**src/hdl/xversat_bus_pkg.sv**
```systemverilog
`default_nettype none

package xversat_bus_pkg;

   // databus requesters sharing the memory port
   localparam int N_REQ = 3;

   // weight and bias fetch
   localparam int PORT_READ = 0;

   // input vector fetch of the write unit
   localparam int PORT_WRITE_RD = 1;

   // result store of the write unit
   localparam int PORT_WRITE_WR = 2;

endpackage

`default_nettype wire

```
**src/hdl/xversat_cfg_pkg.sv**
```systemverilog
`default_nettype none

package xversat_cfg_pkg;

   // cpu address word width and register index width
   localparam int CPU_ADDR_W = 32;
   localparam int REG_IDX_W  = 4;

   // unit select codes
   localparam logic [1:0] UNIT_READ  = 2'd0;
   localparam logic [1:0] UNIT_WRITE = 2'd1;

   // read unit registers
   localparam logic [REG_IDX_W-1:0] REG_BIAS_ADDR   = 4'd0;
   localparam logic [REG_IDX_W-1:0] REG_WEIGHT_ADDR = 4'd1;

   // write unit registers
   localparam logic [REG_IDX_W-1:0] REG_IN_ADDR  = 4'd0;
   localparam logic [REG_IDX_W-1:0] REG_OUT_ADDR = 4'd1;
   localparam logic [REG_IDX_W-1:0] REG_N_OUT    = 4'd2;

   // config write, ctrl flag low
   typedef struct packed {
      logic                  ctrl;
      logic [1:0]            unit;
      logic [CPU_ADDR_W-8:0] rsvd;
      logic [REG_IDX_W-1:0]  reg_idx;
   } cfg_view_t;

   // run or clear, ctrl flag high
   typedef struct packed {
      logic                  ctrl;
      logic                  clr;
      logic [CPU_ADDR_W-3:0] rsvd;
   } ctl_view_t;

   // the same address word seen both ways
   typedef union packed {
      cfg_view_t cfg;
      ctl_view_t ctl;
   } cpu_addr_t;

endpackage

`default_nettype wire
```
**src/hdl/xversat.sv**
```systemverilog
`timescale 1ns/1ps
`default_nettype none

module xversat import xversat_cfg_pkg::*; import xversat_bus_pkg::*; #(
   parameter int ADDR_W     = 32,
   parameter int DATA_W     = 32,
   parameter int DATAPATH_W = 16,
   parameter int N_MACS     = 4
) (
   input  wire                clk,
   input  wire                rst,
   // cpu port
   input  wire                valid,
   input  wire   [ADDR_W-1:0] addr,
   input  wire                wstrb,
   input  wire   [DATA_W-1:0] wdata,
   output logic               ready,
   output logic  [DATA_W-1:0] rdata,
   // native memory port
   output logic               mem_valid,
   output logic  [DATA_W-1:0] mem_addr,
   output logic  [DATA_W-1:0] mem_wdata,
   output logic               mem_wstrb,
   input  wire   [DATA_W-1:0] mem_rdata,
   input  wire                mem_ready
);

   logic                         cfg_valid_read;
   logic                         cfg_valid_write;
   logic [REG_IDX_W-1:0]         cfg_addr;
   logic [DATA_W-1:0]            cfg_wdata;
   logic                         run;
   logic                         clear;
   logic                         read_done;
   logic                         write_done;
   logic [DATAPATH_W-1:0]        flow_bias;
   logic [N_MACS*DATAPATH_W-1:0] flow_weight;

   // databus, one slice per requester
   wire  [N_REQ-1:0]             req_valid;
   wire  [N_REQ-1:0]             req_ready;
   wire  [N_REQ-1:0]             req_wstrb;
   wire  [N_REQ*DATA_W-1:0]      req_addr;
   wire  [N_REQ*DATA_W-1:0]      req_wdata;
   wire  [DATA_W-1:0]            req_rdata;

   // write-only cpu port, done is the only readback
   assign ready = 1'b1;
   assign rdata = {{(DATA_W-1){1'b0}}, read_done & write_done};

   // input fetch only reads, result port only writes
   assign req_wstrb[PORT_WRITE_RD] = 1'b0;
   assign req_wdata[PORT_WRITE_RD*DATA_W +: DATA_W] = '0;
   assign req_wstrb[PORT_WRITE_WR] = 1'b1;

   cfg_split #(
      .ADDR_W(ADDR_W),
      .DATA_W(DATA_W)
   ) u_cfg_split (
      .clk             (clk),
      .rst             (rst),
      .valid           (valid),
      .addr            (addr),
      .wstrb           (wstrb),
      .wdata           (wdata),
      .cfg_valid_read  (cfg_valid_read),
      .cfg_valid_write (cfg_valid_write),
      .cfg_addr        (cfg_addr),
      .cfg_wdata       (cfg_wdata),
      .run             (run),
      .clear           (clear)
   );

   xyolo_read #(
      .DATA_W    (DATA_W),
      .DATAPATH_W(DATAPATH_W),
      .N_MACS    (N_MACS)
   ) u_xyolo_read (
      .clk             (clk),
      .rst             (rst),
      .clear           (clear),
      .run             (run),
      .cfg_valid       (cfg_valid_read),
      .cfg_addr        (cfg_addr),
      .cfg_wdata       (cfg_wdata),
      .done            (read_done),
      .db_valid        (req_valid[PORT_READ]),
      .db_addr         (req_addr[PORT_READ*DATA_W +: DATA_W]),
      .db_wdata        (req_wdata[PORT_READ*DATA_W +: DATA_W]),
      .db_wstrb        (req_wstrb[PORT_READ]),
      .db_ready        (req_ready[PORT_READ]),
      .db_rdata        (req_rdata),
      .flow_out_bias   (flow_bias),
      .flow_out_weight (flow_weight)
   );

   xyolo_write #(
      .DATA_W    (DATA_W),
      .DATAPATH_W(DATAPATH_W),
      .N_MACS    (N_MACS)
   ) u_xyolo_write (
      .clk             (clk),
      .rst             (rst),
      .clear           (clear),
      .run             (run),
      .cfg_valid       (cfg_valid_write),
      .cfg_addr        (cfg_addr),
      .cfg_wdata       (cfg_wdata),
      .done            (write_done),
      .flow_in_bias    (flow_bias),
      .flow_in_weight  (flow_weight),
      .flow_in_done    (read_done),
      .rd_valid        (req_valid[PORT_WRITE_RD]),
      .rd_addr         (req_addr[PORT_WRITE_RD*DATA_W +: DATA_W]),
      .rd_ready        (req_ready[PORT_WRITE_RD]),
      .rd_rdata        (req_rdata),
      .wr_valid        (req_valid[PORT_WRITE_WR]),
      .wr_addr         (req_addr[PORT_WRITE_WR*DATA_W +: DATA_W]),
      .wr_wdata        (req_wdata[PORT_WRITE_WR*DATA_W +: DATA_W]),
      .wr_ready        (req_ready[PORT_WRITE_WR])
   );

   databus_arbiter #(
      .DATA_W(DATA_W)
   ) u_databus_arbiter (
      .clk       (clk),
      .rst       (rst),
      .req_valid (req_valid),
      .req_addr  (req_addr),
      .req_wdata (req_wdata),
      .req_wstrb (req_wstrb),
      .req_ready (req_ready),
      .req_rdata (req_rdata),
      .mem_valid (mem_valid),
      .mem_addr  (mem_addr),
      .mem_wdata (mem_wdata),
      .mem_wstrb (mem_wstrb),
      .mem_rdata (mem_rdata),
      .mem_ready (mem_ready)
   );

endmodule

`default_nettype wire

```
**src/hdl/databus_arbiter.sv**
```systemverilog
`timescale 1ns/1ps
`default_nettype none

module databus_arbiter import xversat_bus_pkg::*; #(
   parameter int DATA_W = 32
) (
   input  wire                     clk,
   input  wire                     rst,
   input  wire  [N_REQ-1:0]        req_valid,
   input  wire  [N_REQ*DATA_W-1:0] req_addr,
   input  wire  [N_REQ*DATA_W-1:0] req_wdata,
   input  wire  [N_REQ-1:0]        req_wstrb,
   output logic [N_REQ-1:0]        req_ready,
   output logic [DATA_W-1:0]       req_rdata,
   output logic                    mem_valid,
   output logic [DATA_W-1:0]       mem_addr,
   output logic [DATA_W-1:0]       mem_wdata,
   output logic                    mem_wstrb,
   input  wire  [DATA_W-1:0]       mem_rdata,
   input  wire                     mem_ready
);

   localparam int PTR_W = (N_REQ > 1) ? $clog2(N_REQ) : 1;

   logic [PTR_W-1:0] last_q;
   logic [PTR_W-1:0] gnt_q;
   logic [PTR_W-1:0] rr_sel;
   logic [PTR_W-1:0] sel;
   logic             rr_found;
   logic             locked;

   // search starts just after the last granted requester
   always_comb begin
      int unsigned idx;
      rr_sel   = last_q;
      rr_found = 1'b0;
      for (int k = 1; k <= N_REQ; k++) begin
         idx = int'(last_q) + k;
         if (idx >= N_REQ)
            idx = idx - N_REQ;
         if (!rr_found && req_valid[idx]) begin
            rr_found = 1'b1;
            rr_sel   = PTR_W'(idx);
         end
      end
   end

   assign sel       = locked ? gnt_q : rr_sel;
   assign mem_valid = req_valid[sel];
   assign mem_addr  = req_addr[sel*DATA_W +: DATA_W];
   assign mem_wdata = req_wdata[sel*DATA_W +: DATA_W];
   assign mem_wstrb = req_wstrb[sel];
   assign req_rdata = mem_rdata;

   always_comb begin
      req_ready      = '0;
      req_ready[sel] = mem_valid & mem_ready;
   end

   always_ff @(posedge clk, posedge rst) begin
      if (rst) begin
         locked <= 1'b0;
         gnt_q  <= '0;
         last_q <= PTR_W'(N_REQ - 1);
      end else begin
         locked <= mem_valid & ~mem_ready;
         gnt_q  <= sel;
         if (mem_valid && mem_ready)
            last_q <= sel;
      end
   end

   ready_onehot: assert property (@(posedge clk) disable iff (rst) $onehot0(req_ready))
      else $error("more than one requester acknowledged");

endmodule

`default_nettype wire

```
**src/hdl/xyolo_write.sv**
```systemverilog
`timescale 1ns/1ps
`default_nettype none

module xyolo_write import xversat_cfg_pkg::*; #(
   parameter int DATA_W     = 32,
   parameter int DATAPATH_W = 16,
   parameter int N_MACS     = 4
) (
   input  wire                          clk,
   input  wire                          rst,
   input  wire                          clear,
   input  wire                          run,
   input  wire                          cfg_valid,
   input  wire  [REG_IDX_W-1:0]         cfg_addr,
   input  wire  [DATA_W-1:0]            cfg_wdata,
   output logic                         done,
   input  wire  [DATAPATH_W-1:0]        flow_in_bias,
   input  wire  [N_MACS*DATAPATH_W-1:0] flow_in_weight,
   input  wire                          flow_in_done,
   output logic                         rd_valid,
   output logic [DATA_W-1:0]            rd_addr,
   input  wire                          rd_ready,
   input  wire  [DATA_W-1:0]            rd_rdata,
   output logic                         wr_valid,
   output logic [DATA_W-1:0]            wr_addr,
   output logic [DATA_W-1:0]            wr_wdata,
   input  wire                          wr_ready
);

   localparam int CNT_W = $clog2(N_MACS + 1);

   logic [DATA_W-1:0]              in_base;
   logic [DATA_W-1:0]              out_base;
   logic [DATA_W-1:0]              n_out;
   logic [DATA_W-1:0]              in_ptr;
   logic [DATA_W-1:0]              out_ptr;
   logic [DATA_W-1:0]              rd_out_cnt;
   logic [DATA_W-1:0]              wr_cnt;
   logic [CNT_W-1:0]               mac_cnt;
   logic                           active;
   logic                           started;
   logic                           res_full;
   logic                           last_mac;
   logic                           rd_fire;
   logic                           wr_fire;
   logic signed [DATAPATH_W-1:0]   mac_w;
   logic signed [DATAPATH_W-1:0]   mac_x;
   logic signed [DATAPATH_W-1:0]   mac_base;
   logic signed [DATAPATH_W-1:0]   mac_sum;
   logic signed [DATAPATH_W-1:0]   acc;
   logic signed [DATAPATH_W-1:0]   result;
   logic signed [2*DATAPATH_W-1:0] mac_prod;

   always_ff @(posedge clk) begin
      if (cfg_valid) begin
         case (cfg_addr)
            REG_IN_ADDR:  in_base  <= cfg_wdata;
            REG_OUT_ADDR: out_base <= cfg_wdata;
            REG_N_OUT:    n_out    <= cfg_wdata;
            default: ;
         endcase
      end
   end

   // reads stall only when a finished sum would find the result slot full
   assign last_mac = (mac_cnt == CNT_W'(N_MACS - 1));
   assign rd_valid = active & started & (rd_out_cnt != n_out) & ~(last_mac & res_full);
   assign rd_addr  = in_ptr;
   assign rd_fire  = rd_valid & rd_ready;

   assign wr_valid = res_full;
   assign wr_addr  = out_ptr;
   assign wr_wdata = {{(DATA_W-DATAPATH_W){result[DATAPATH_W-1]}}, result};
   assign wr_fire  = res_full & wr_ready;

   // mac, truncated to the datapath width
   assign mac_w    = flow_in_weight[mac_cnt*DATAPATH_W +: DATAPATH_W];
   assign mac_x    = rd_rdata[DATAPATH_W-1:0];
   assign mac_base = (mac_cnt == '0) ? flow_in_bias : acc;
   assign mac_prod = mac_w * mac_x;
   assign mac_sum  = mac_base + mac_prod[DATAPATH_W-1:0];

   always_ff @(posedge clk, posedge rst) begin
      if (rst) begin
         active     <= 1'b0;
         started    <= 1'b0;
         done       <= 1'b0;
         res_full   <= 1'b0;
         mac_cnt    <= '0;
         rd_out_cnt <= '0;
         wr_cnt     <= '0;
         in_ptr     <= '0;
         out_ptr    <= '0;
      end else if (clear) begin
         active   <= 1'b0;
         started  <= 1'b0;
         done     <= 1'b0;
         res_full <= 1'b0;
      end else if (run) begin
         active     <= 1'b1;
         started    <= 1'b0;
         done       <= 1'b0;
         res_full   <= 1'b0;
         mac_cnt    <= '0;
         rd_out_cnt <= '0;
         wr_cnt     <= '0;
         in_ptr     <= in_base;
         out_ptr    <= out_base;
      end else if (active) begin
         // weights are valid once the read unit reports done
         if (!started && flow_in_done) begin
            started <= 1'b1;
            if (n_out == '0) begin
               active <= 1'b0;
               done   <= 1'b1;
            end
         end
         if (wr_fire) begin
            res_full <= 1'b0;
            out_ptr  <= out_ptr + 1'b1;
            wr_cnt   <= wr_cnt + 1'b1;
            if (wr_cnt + 1'b1 == n_out) begin
               active <= 1'b0;
               done   <= 1'b1;
            end
         end
         if (rd_fire) begin
            in_ptr <= in_ptr + 1'b1;
            if (last_mac) begin
               mac_cnt    <= '0;
               rd_out_cnt <= rd_out_cnt + 1'b1;
               res_full   <= 1'b1;
            end else begin
               mac_cnt <= mac_cnt + 1'b1;
            end
         end
      end
   end

   always_ff @(posedge clk) begin
      if (rd_fire) begin
         acc <= mac_sum;
         if (last_mac)
            result <= mac_sum;
      end
   end

   wr_hold: assert property (@(posedge clk) disable iff (rst)
      wr_valid && !wr_ready && !clear && !run
      |=> wr_valid && $stable(wr_addr) && $stable(wr_wdata))
      else $error("result write changed before wr_ready");

endmodule

`default_nettype wire

```
**src/hdl/xyolo_read.sv**
```systemverilog
`timescale 1ns/1ps
`default_nettype none

module xyolo_read import xversat_cfg_pkg::*; #(
   parameter int DATA_W     = 32,
   parameter int DATAPATH_W = 16,
   parameter int N_MACS     = 4
) (
   input  wire                          clk,
   input  wire                          rst,
   input  wire                          clear,
   input  wire                          run,
   input  wire                          cfg_valid,
   input  wire  [REG_IDX_W-1:0]         cfg_addr,
   input  wire  [DATA_W-1:0]            cfg_wdata,
   output logic                         done,
   output logic                         db_valid,
   output logic [DATA_W-1:0]            db_addr,
   output logic [DATA_W-1:0]            db_wdata,
   output logic                         db_wstrb,
   input  wire                          db_ready,
   input  wire  [DATA_W-1:0]            db_rdata,
   output logic [DATAPATH_W-1:0]        flow_out_bias,
   output logic [N_MACS*DATAPATH_W-1:0] flow_out_weight
);

   // fetch 0 is the bias, fetches 1..N_MACS the weights
   localparam int CNT_W = $clog2(N_MACS + 1);

   logic [DATA_W-1:0]                  bias_base;
   logic [DATA_W-1:0]                  weight_base;
   logic [CNT_W-1:0]                   cnt;
   logic                               busy;
   logic                               fire;
   logic [DATAPATH_W-1:0]              bias;
   logic [N_MACS-1:0][DATAPATH_W-1:0]  weight;

   always_ff @(posedge clk) begin
      if (cfg_valid) begin
         case (cfg_addr)
            REG_BIAS_ADDR:   bias_base   <= cfg_wdata;
            REG_WEIGHT_ADDR: weight_base <= cfg_wdata;
            default: ;
         endcase
      end
   end

   // read-only requester
   assign db_valid = busy;
   assign db_addr  = (cnt == '0) ? bias_base : weight_base + DATA_W'(cnt) - 1'b1;
   assign db_wdata = '0;
   assign db_wstrb = 1'b0;
   assign fire     = busy & db_ready;

   always_ff @(posedge clk, posedge rst) begin
      if (rst) begin
         busy <= 1'b0;
         done <= 1'b0;
         cnt  <= '0;
      end else if (clear) begin
         busy <= 1'b0;
         done <= 1'b0;
      end else if (run) begin
         busy <= 1'b1;
         done <= 1'b0;
         cnt  <= '0;
      end else if (fire) begin
         if (cnt == CNT_W'(N_MACS)) begin
            busy <= 1'b0;
            done <= 1'b1;
         end else begin
            cnt <= cnt + 1'b1;
         end
      end
   end

   // only the low datapath bits of each word are kept
   always_ff @(posedge clk) begin
      if (fire) begin
         if (cnt == '0)
            bias <= db_rdata[DATAPATH_W-1:0];
         else
            weight[cnt - 1'b1] <= db_rdata[DATAPATH_W-1:0];
      end
   end

   assign flow_out_bias   = bias;
   assign flow_out_weight = weight;

endmodule

`default_nettype wire

```
**src/hdl/cfg_split.sv**
```systemverilog
`timescale 1ns/1ps
`default_nettype none

module cfg_split import xversat_cfg_pkg::*; #(
   parameter int ADDR_W = 32,
   parameter int DATA_W = 32
) (
   input  wire                  clk,
   input  wire                  rst,
   input  wire                  valid,
   input  wire  [ADDR_W-1:0]    addr,
   input  wire                  wstrb,
   input  wire  [DATA_W-1:0]    wdata,
   output logic                 cfg_valid_read,
   output logic                 cfg_valid_write,
   output logic [REG_IDX_W-1:0] cfg_addr,
   output logic [DATA_W-1:0]    cfg_wdata,
   output logic                 run,
   output logic                 clear
);

   cpu_addr_t  cpu_addr;
   logic       cpu_wr;
   logic       cfg_wr;
   logic       run_req;
   logic [1:0] run_q;

   assign cpu_addr = addr;
   assign cpu_wr   = valid & wstrb;

   // config writes, routed by unit select
   assign cfg_wr          = cpu_wr & ~cpu_addr.cfg.ctrl;
   assign cfg_valid_read  = cfg_wr & (cpu_addr.cfg.unit == UNIT_READ);
   assign cfg_valid_write = cfg_wr & (cpu_addr.cfg.unit == UNIT_WRITE);
   assign cfg_addr        = cpu_addr.cfg.reg_idx;
   assign cfg_wdata       = wdata;

   // control writes
   assign run_req = cpu_wr & cpu_addr.ctl.ctrl & ~cpu_addr.ctl.clr;
   assign clear   = cpu_wr & cpu_addr.ctl.ctrl & cpu_addr.ctl.clr;

   // two stages, then one pulse per request however long it is held
   always_ff @(posedge clk, posedge rst) begin
      if (rst) begin
         run_q <= 2'b00;
         run   <= 1'b0;
      end else begin
         run_q <= {run_q[0], run_req};
         run   <= run_q[0] & ~run_q[1];
      end
   end

   run_single: assert property (@(posedge clk) disable iff (rst) run |=> !run)
      else $error("run held for more than one cycle");

endmodule

`default_nettype wire

```
**config.mk**
```make
export PLATFORM = sky130hd
export DESIGN_NAME = xversat
export DESIGN_NICKNAME = d
export VERILOG_FILES = /design/src/hdl/xversat_bus_pkg.sv /design/src/hdl/xversat_cfg_pkg.sv /design/src/hdl/xversat.sv /design/src/hdl/databus_arbiter.sv /design/src/hdl/xyolo_write.sv /design/src/hdl/xyolo_read.sv /design/src/hdl/cfg_split.sv
export SDC_FILE = /design/constraint.sdc
export NUM_CORES = 1
export LEC_CHECK = 0
export BUFFER_PORTS_ARGS = -buffer_cell sky130_fd_sc_hd__buf_4
export CAP_MARGIN = 5
export CELL_PAD_IN_SITES_DETAIL_PLACEMENT = 2
export CELL_PAD_IN_SITES_GLOBAL_PLACEMENT = 2
export CORE_UTILIZATION = 37
export CTS_BUF_LIST = sky130_fd_sc_hd__clkbuf_2
export DETAILED_ROUTE_END_ITERATION = 16
export PLACE_DENSITY_LB_ADDON = 0.1
export SYNTH_ARGS = -nofsm -noshare
export SYNTH_HDL_FRONTEND = slang
export SYNTH_HIERARCHICAL = 1
export SYNTH_SLANG_ARGS = --single-unit
```
**constraint.sdc**
```tcl
create_clock -name clk -period 6.6 [get_ports clk]
set_input_delay 0.66 -clock clk [delete_from_list [all_inputs] [get_ports clk]]
set_output_delay 0.66 -clock clk [all_outputs]
set_load 0.02 [all_outputs]
```
==> results.md, run 1 <==
Final layout
* fraction of layout cells with a size suffix above 1: 15.9%
* commonest non-fill, non-tap cells in the layout: sky130_fd_sc_hd__nand2_1 (284), sky130_fd_sc_hd__edfxtp_1 (272), sky130_fd_sc_hd__inv_1 (231), sky130_fd_sc_hd__o21ai_0 (231), sky130_fd_sc_hd__buf_4 (198)
* most frequent standard cell in the layout excluding fill and tap cells: sky130_fd_sc_hd__nand2_1
* area added between synthesis and finish: 12.4%
* Final Instance Area: 31800 um^2
* Final Net Count: 3394
* max FFs per register: 64
* final standard cell count with taps included and fillers excluded: 4169

Route
* average wire per cell in the routed design: 23.5 um
* vias per cell: 5.35
* number of detailed-route iterations in the first pass: 5
* total wire length after detailed routing: 98.1 mm
* final routed DRC violation total: 0
* count of antenna-violating nets left after detailed routing: 0
* number of violations reported at the end of detailed-routing iteration 0: 899
* DR vias: 22288

Timing
* remaining max-slew budget at the tightest pin: 23.3%
* post-route fraction of the period consumed by the critical path: 96.8%
* max-slew violations: 0
* final setup TNS: 0 ns
* actual transition at the worst max-transition pin: 1.15 ns
* final count of hold timing violations: 0
* upper clock frequency limit: 157 MHz
* setup violators final: 0
* minimum clock period after layout: 6.39 ns
* RSZ-0062 raised after global routing: true
* worst clock skew: 0.108 ns

Clock tree
* CTS sink count: 420
* clock tree from TritonCTS: done
* clock insertion delay at the later pin of the skew report: 1.23 ns
* buffer type at the clock tree root: sky130_fd_sc_hd__clkbuf_2
* clock edge transition at the registers on the reported setup and hold paths: 0.11 ns
* number of levels the H-tree was split into: 3
* CTS buffer count: 118
* clock tree buffer depth: 3

Floorplan
* die area: 77600 um^2
* area of the core: 75800 um^2
* site row count: 101
* Top-Level Pins: 200
* Horiz. Die Dim: 279 um
* vertical die dimension: 279 um
* Starting Density: 37.3%

Global route
* via count of the first global-routing pass: 25218
* GR Util All Layers: 25.3%
* overall overflow remaining after global route: 0
* largest net degree at the start of global routing: 93
* number of antenna violations at the first check in global routing: 4
* first-pass GRT wire length: 150 mm

Worst setup path
* worst-path fanout max: 6
* crit path kind: register to register
* WP data arrival: 7.26 ns
* crit end category: register
* endpoint required time on the critical path: 7.47 ns
* startpoint types: register

Place
* routability-driven placement congestion ratio: 0.867
* number of placed instances, taps included: 3875
* cell area after placement: 29900 um^2
* Detail Placement HPWL: 71.6 mm
* number of input and output port buffers inserted: 126

Hold path
* class of the tightest hold or removal check: input pin to register

Run
* number of violations of the max-capacitance limit: 0

Synthesis
* Cells after Synth: 2861
* total standard cell area after synthesis: 28300 um^2
* YS warnings: 6
* Mapped Avg Cell Area: 9.89 um^2

Run status
* outcome: completed

[per-layer routing]
| metal | GRT usage [%] | vias up | part of all wire (%) |
|---|---|---|---|
| met5 | 0 | - | 0.0082 |
| met1 | 30.0 | 11425 | 41 |
| li1 | - | 10274 | - |
| met4 | 9.93 | 2 | 3.8 |
| met2 | 45.9 | 419 | 52 |
| met3 | 3.37 | 168 | 3.2 |
[through the flow]
step	setup slack, ns	util (%)	hold slack, ns
2_1_floorplan	0.256	-	0.347
3_3_place_gp	0.173	39.5	0.357
3_5_place_dp	0.0796	39.5	0.364
4_1_cts	0.0396	41.7	0.0159
5_1_grt	-0.0701	42.0	0.0390
6_report	0.210	42.0	0.169
[final timing paths]
kind | from | to | slack [ns] | cells past startpoint
hold / removal | wstrb | u_xyolo_write/active$_DFF_PP0_ | 0.17 | 5
max in group asynchronous | rst | u_xyolo_write/wr_valid$_DFFE_PP0P_ | 4.92 | 4
setup reg to reg | u_xyolo_write/mac_cnt[0]$_DFFE_PP0P_ | u_xyolo_write/result[14]$_DFFE_PP_ | 0.21 | 21
hold reg to reg | u_cfg_split/run_q[0]$_DFF_PP0_ | u_cfg_split/run_q[1]$_DFF_PP0_ | 0.39 | 0
setup / recovery | u_xyolo_write/mac_cnt[0]$_DFFE_PP0P_ | u_xyolo_write/result[14]$_DFFE_PP_ | 0.21 | 21
min in group asynchronous | rst | u_xyolo_write/rd_addr[12]$_DFFE_PP0P_ | 0.31 | 3
[cell type report]
| class | count | area (um^2) |
|---|---|---|
| Clock buffer | 185 | 926 |
| Tap cell | 978 | 1220 |
| Fill cell | 8249 | 44000 |
| Clock inverter | 38 | 170 |
| Multi-Input combinational cell | 2043 | 14500 |
| Timing Repair Buffer | 267 | 2260 |
| Inverter | 234 | 883 |
| Antenna cell | 4 | 10.0 |
| Sequential cell | 420 | 11900 |
[timing repair]
| item | in CTS | in global routing |
|---|---|---|
| gates cloned | 0 | 2 |
| pin swaps | 1 | 11 |
| hold buffers | 59 | 0 |
| resized for setup | 1 | 21 |
| setup buffers | 0 | 6 |
| endpoints found under the hold margin | 399 | 0 |
| setup endpoints to repair | 3 | 13 |
[critical path, stage by stage, from the launching register on]
cell	delay, ns
sky130_fd_sc_hd__dfrtp_2	0.44
sky130_fd_sc_hd__buf_12	0.15
sky130_fd_sc_hd__mux4_2	0.50
sky130_fd_sc_hd__nor2b_2	0.20
sky130_fd_sc_hd__and2_1	0.19
sky130_fd_sc_hd__fa_1	0.54
sky130_fd_sc_hd__inv_1	0.05
sky130_fd_sc_hd__fa_1	0.48
sky130_fd_sc_hd__inv_1	0.06
sky130_fd_sc_hd__fa_1	0.50
sky130_fd_sc_hd__inv_1	0.05
sky130_fd_sc_hd__fa_1	0.47
sky130_fd_sc_hd__fa_1	0.53
sky130_fd_sc_hd__fa_1	0.55
sky130_fd_sc_hd__inv_1	0.04
sky130_fd_sc_hd__ha_1	0.29
sky130_fd_sc_hd__and2_1	0.16
sky130_fd_sc_hd__buf_4	0.13
sky130_fd_sc_hd__a31oi_1	0.13
sky130_fd_sc_hd__nand2_1	0.12
sky130_fd_sc_hd__o41ai_2	0.38
sky130_fd_sc_hd__xnor2_1	0.14
Power of run 1 is left out: the tool's default activity adds up to more than one toggle a clock period on the data nets, which glitch-free logic cannot reach.
==> inputs of run 2 (changes only) <==
--- a/config.mk
+++ b/config.mk
@@ -5,11 +5,12 @@
 export SDC_FILE = /design/constraint.sdc
 export NUM_CORES = 1
 export LEC_CHECK = 0
+export ABC_AREA = 1
 export BUFFER_PORTS_ARGS = -buffer_cell sky130_fd_sc_hd__buf_4
 export CAP_MARGIN = 5
 export CELL_PAD_IN_SITES_DETAIL_PLACEMENT = 2
 export CELL_PAD_IN_SITES_GLOBAL_PLACEMENT = 2
-export CORE_UTILIZATION = 37
+export CORE_UTILIZATION = 35
 export CTS_BUF_LIST = sky130_fd_sc_hd__clkbuf_2
 export DETAILED_ROUTE_END_ITERATION = 16
 export PLACE_DENSITY_LB_ADDON = 0.1
==> run 2 against run 1 <==
Against the previous run: sequential share of layout area fell by 3.2 points; worst setup slack improved by 0.081 ns; critical path depth rose by 4; routed wire length rose by 22%; fmax rose by 1.3%; synthesized area rose by 7.3%; first-iteration DRC count rose by 35%; global-route usage rose by 2.5 points; critical endpoint is now u_xyolo_write/result[13]$_DFFE_PP_; largest cell class unchanged.
==> results.md, run 2 <==
Synthesis
* YS warnings: 6
* total standard cell area after synthesis: 30300 um^2
* Cells after Synth: 3807
* Mapped Avg Cell Area: 7.97 um^2

Timing
* final count of hold timing violations: 0
* actual transition at the worst max-transition pin: 0.995 ns
* post-route fraction of the period consumed by the critical path: 95.6%
* hold_ws: 0.189 ns
* RSZ-0062 raised after global routing: false
* setup violators final: 0
* minimum clock period after layout: 6.31 ns
* upper clock frequency limit: 159 MHz
* final setup TNS: 0 ns
* worst clock skew: 0.0957 ns
* remaining max-slew budget at the tightest pin: 33.7%
* max-slew violations: 0

Final layout
* fraction of layout cells with a size suffix above 1: 13.2%
* FILL cells: 9957
* Final Net Count: 4424
* max FFs per register: 64
* commonest non-fill, non-tap cells in the layout: sky130_fd_sc_hd__nand2_1 (898), sky130_fd_sc_hd__inv_1 (550), sky130_fd_sc_hd__nor2_1 (395)
* most frequent standard cell in the layout excluding fill and tap cells: sky130_fd_sc_hd__nand2_1
* area added between synthesis and finish: 14.5%
* final standard cell utilization of the core: 40.6%
* final standard cell count with taps included and fillers excluded: 5373

Hold path
* worst hold start: mem_rdata[10]
* class of the tightest hold or removal check: input pin to register
* Min-Delay Path Depth: 2
* Min-Delay Endpoint: u_xyolo_read/flow_out_weight[26]$_DFFE_PP_

Place
* number of input and output port buffers inserted: 126
* routability-driven placement congestion ratio: 0.864
* Detail Placement HPWL: 89.4 mm
* number of placed instances, taps included: 5002

Clock tree
* CTS sink count: 420
* CTS buffer count: 132
* clock tree from TritonCTS: done
* clock insertion delay at the later pin of the skew report: 1.41 ns
* clock tree buffer depth: 3
* number of levels the H-tree was split into: 4
* buffer type at the clock tree root: sky130_fd_sc_hd__clkbuf_2
* clock edge transition at the registers on the reported setup and hold paths: 0.10 ns

Power
* worst supply voltage drop on vdd: 0.000823 V
* Pwr Density: 523 nW/um^2
* LEAKAGE: 15.6 nW

Worst setup path
* worst-path fanout max: 13
* crit path kind: register to register
* number of cells traversed by the worst register-to-register path: 25
* worst flop-to-flop path endpoint: u_xyolo_write/result[13]$_DFFE_PP_
* source of the worst register-to-register timing path: u_xyolo_write/mac_cnt[0]$_DFFE_PP0P_
* cell count along the critical path: 25
* WP data arrival: 7.45 ns
* crit end category: register
* delay of the slowest cell on the worst path: 0.50 ns
* setup slack of the most critical reg-to-reg path: 0.29 ns
* kind of cell with the highest combined delay on the critical path: adder cells
* startpoint types: register
* cell at the slowest stage of the critical path: sky130_fd_sc_hd__fa_1
* endpoint required time on the critical path: 7.74 ns
* sum of buffers and inverters on the critical path: 8

Global route
* via count of the first global-routing pass: 29886
* number of antenna violations at the first check in global routing: 3
* largest net degree at the start of global routing: 72
* GR Util All Layers: 27.7%
* overall overflow remaining after global route: 0
* first-pass GRT wire length: 180 mm

Route
* number of violations reported at the end of detailed-routing iteration 0: 1210
* number of detailed-route iterations in the first pass: 5
* vias per cell: 5.06
* total wire length after detailed routing: 120 mm
* DR vias: 27199
* final routed DRC violation total: 0
* count of antenna-violating nets left after detailed routing: 0
* average wire per cell in the routed design: 22.3 um

Floorplan
* Top-Level Pins: 200
* die area: 87900 um^2
* Starting Density: 35.5%
* site row count: 107
* Horiz. Die Dim: 296 um
* area of the core: 85500 um^2
* vertical die dimension: 296 um

Run
* number of violations of the max-capacitance limit: 0

Run status
* outcome: completed

[run 2: area by class of cell]
type,instances,area [um^2],share of cell area (%)
clock inverters,47,315,0.907
multi-input cells,2674,15300,43.9
well taps,1144,1430,4.12
diodes,5,12.5,0.0360
flip-flops and latches,420,11900,34.2
repair buffers,314,2700,7.76
clock buffers,197,986,2.84
inverters,572,2170,6.23
[run 2: worst max path at each step]
stage | startpoint | to | slack, ns
5_1_grt | u_xyolo_write/mac_cnt[0]$_DFFE_PP0P_ | u_xyolo_write/result[14]$_DFFE_PP_ | 0.01
4_1_cts | u_xyolo_write/mac_cnt[0]$_DFFE_PP0P_ | mem_addr[14] | 0.05
6_report | u_xyolo_write/mac_cnt[0]$_DFFE_PP0P_ | u_xyolo_write/result[13]$_DFFE_PP_ | 0.29
2_1_floorplan | u_xyolo_write/mac_cnt[1]$_DFFE_PP0P_ | u_xyolo_write/acc[14]$_DFFE_PP_ | 0.83
3_3_place_gp | u_xyolo_write/mac_cnt[0]$_DFFE_PP0P_ | u_xyolo_write/result[14]$_DFFE_PP_ | 0.25
3_5_place_dp | u_xyolo_write/mac_cnt[0]$_DFFE_PP0P_ | u_xyolo_write/result[14]$_DFFE_PP_ | 0.13
[run 2: through the flow]
stage,instance area (um^2),total power [W],setup WS (ns)
after floorplan,30700,0.0109,0.833
final,34800,0.0182,0.291
after global placement,32100,0.0153,0.254
after CTS,34600,0.0182,0.0533
after detailed placement,32100,0.0157,0.131
after global routing,34800,0.0197,0.0137
[run 2: per-layer routing]
layer,vias up,track usage [%],share of wire (%)
met3,250,5.15,3.8
met4,2,12.6,4.4
met5,-,0,0.016
li1,12769,-,-
met1,13665,32.1,41
met2,513,49.4,51
[run 2: report_power, final]
part / switching [W] / total [W] / internal [W]
clock: 0.00135 / 0.00231 / 0.000962
sequential: 0.000318 / 0.00373 / 0.00341
combinational: 0.00800 / 0.0121 / 0.00415
[run 2: repair_timing]
action	CTS	global route
hold endpoints to repair	561	0
pin swaps	0	4
setup buffers	0	8
hold buffers	114	0
setup endpoints to repair	4	29
resized for setup	2	30
Note: power is estimated with default switching activity, not from simulation.
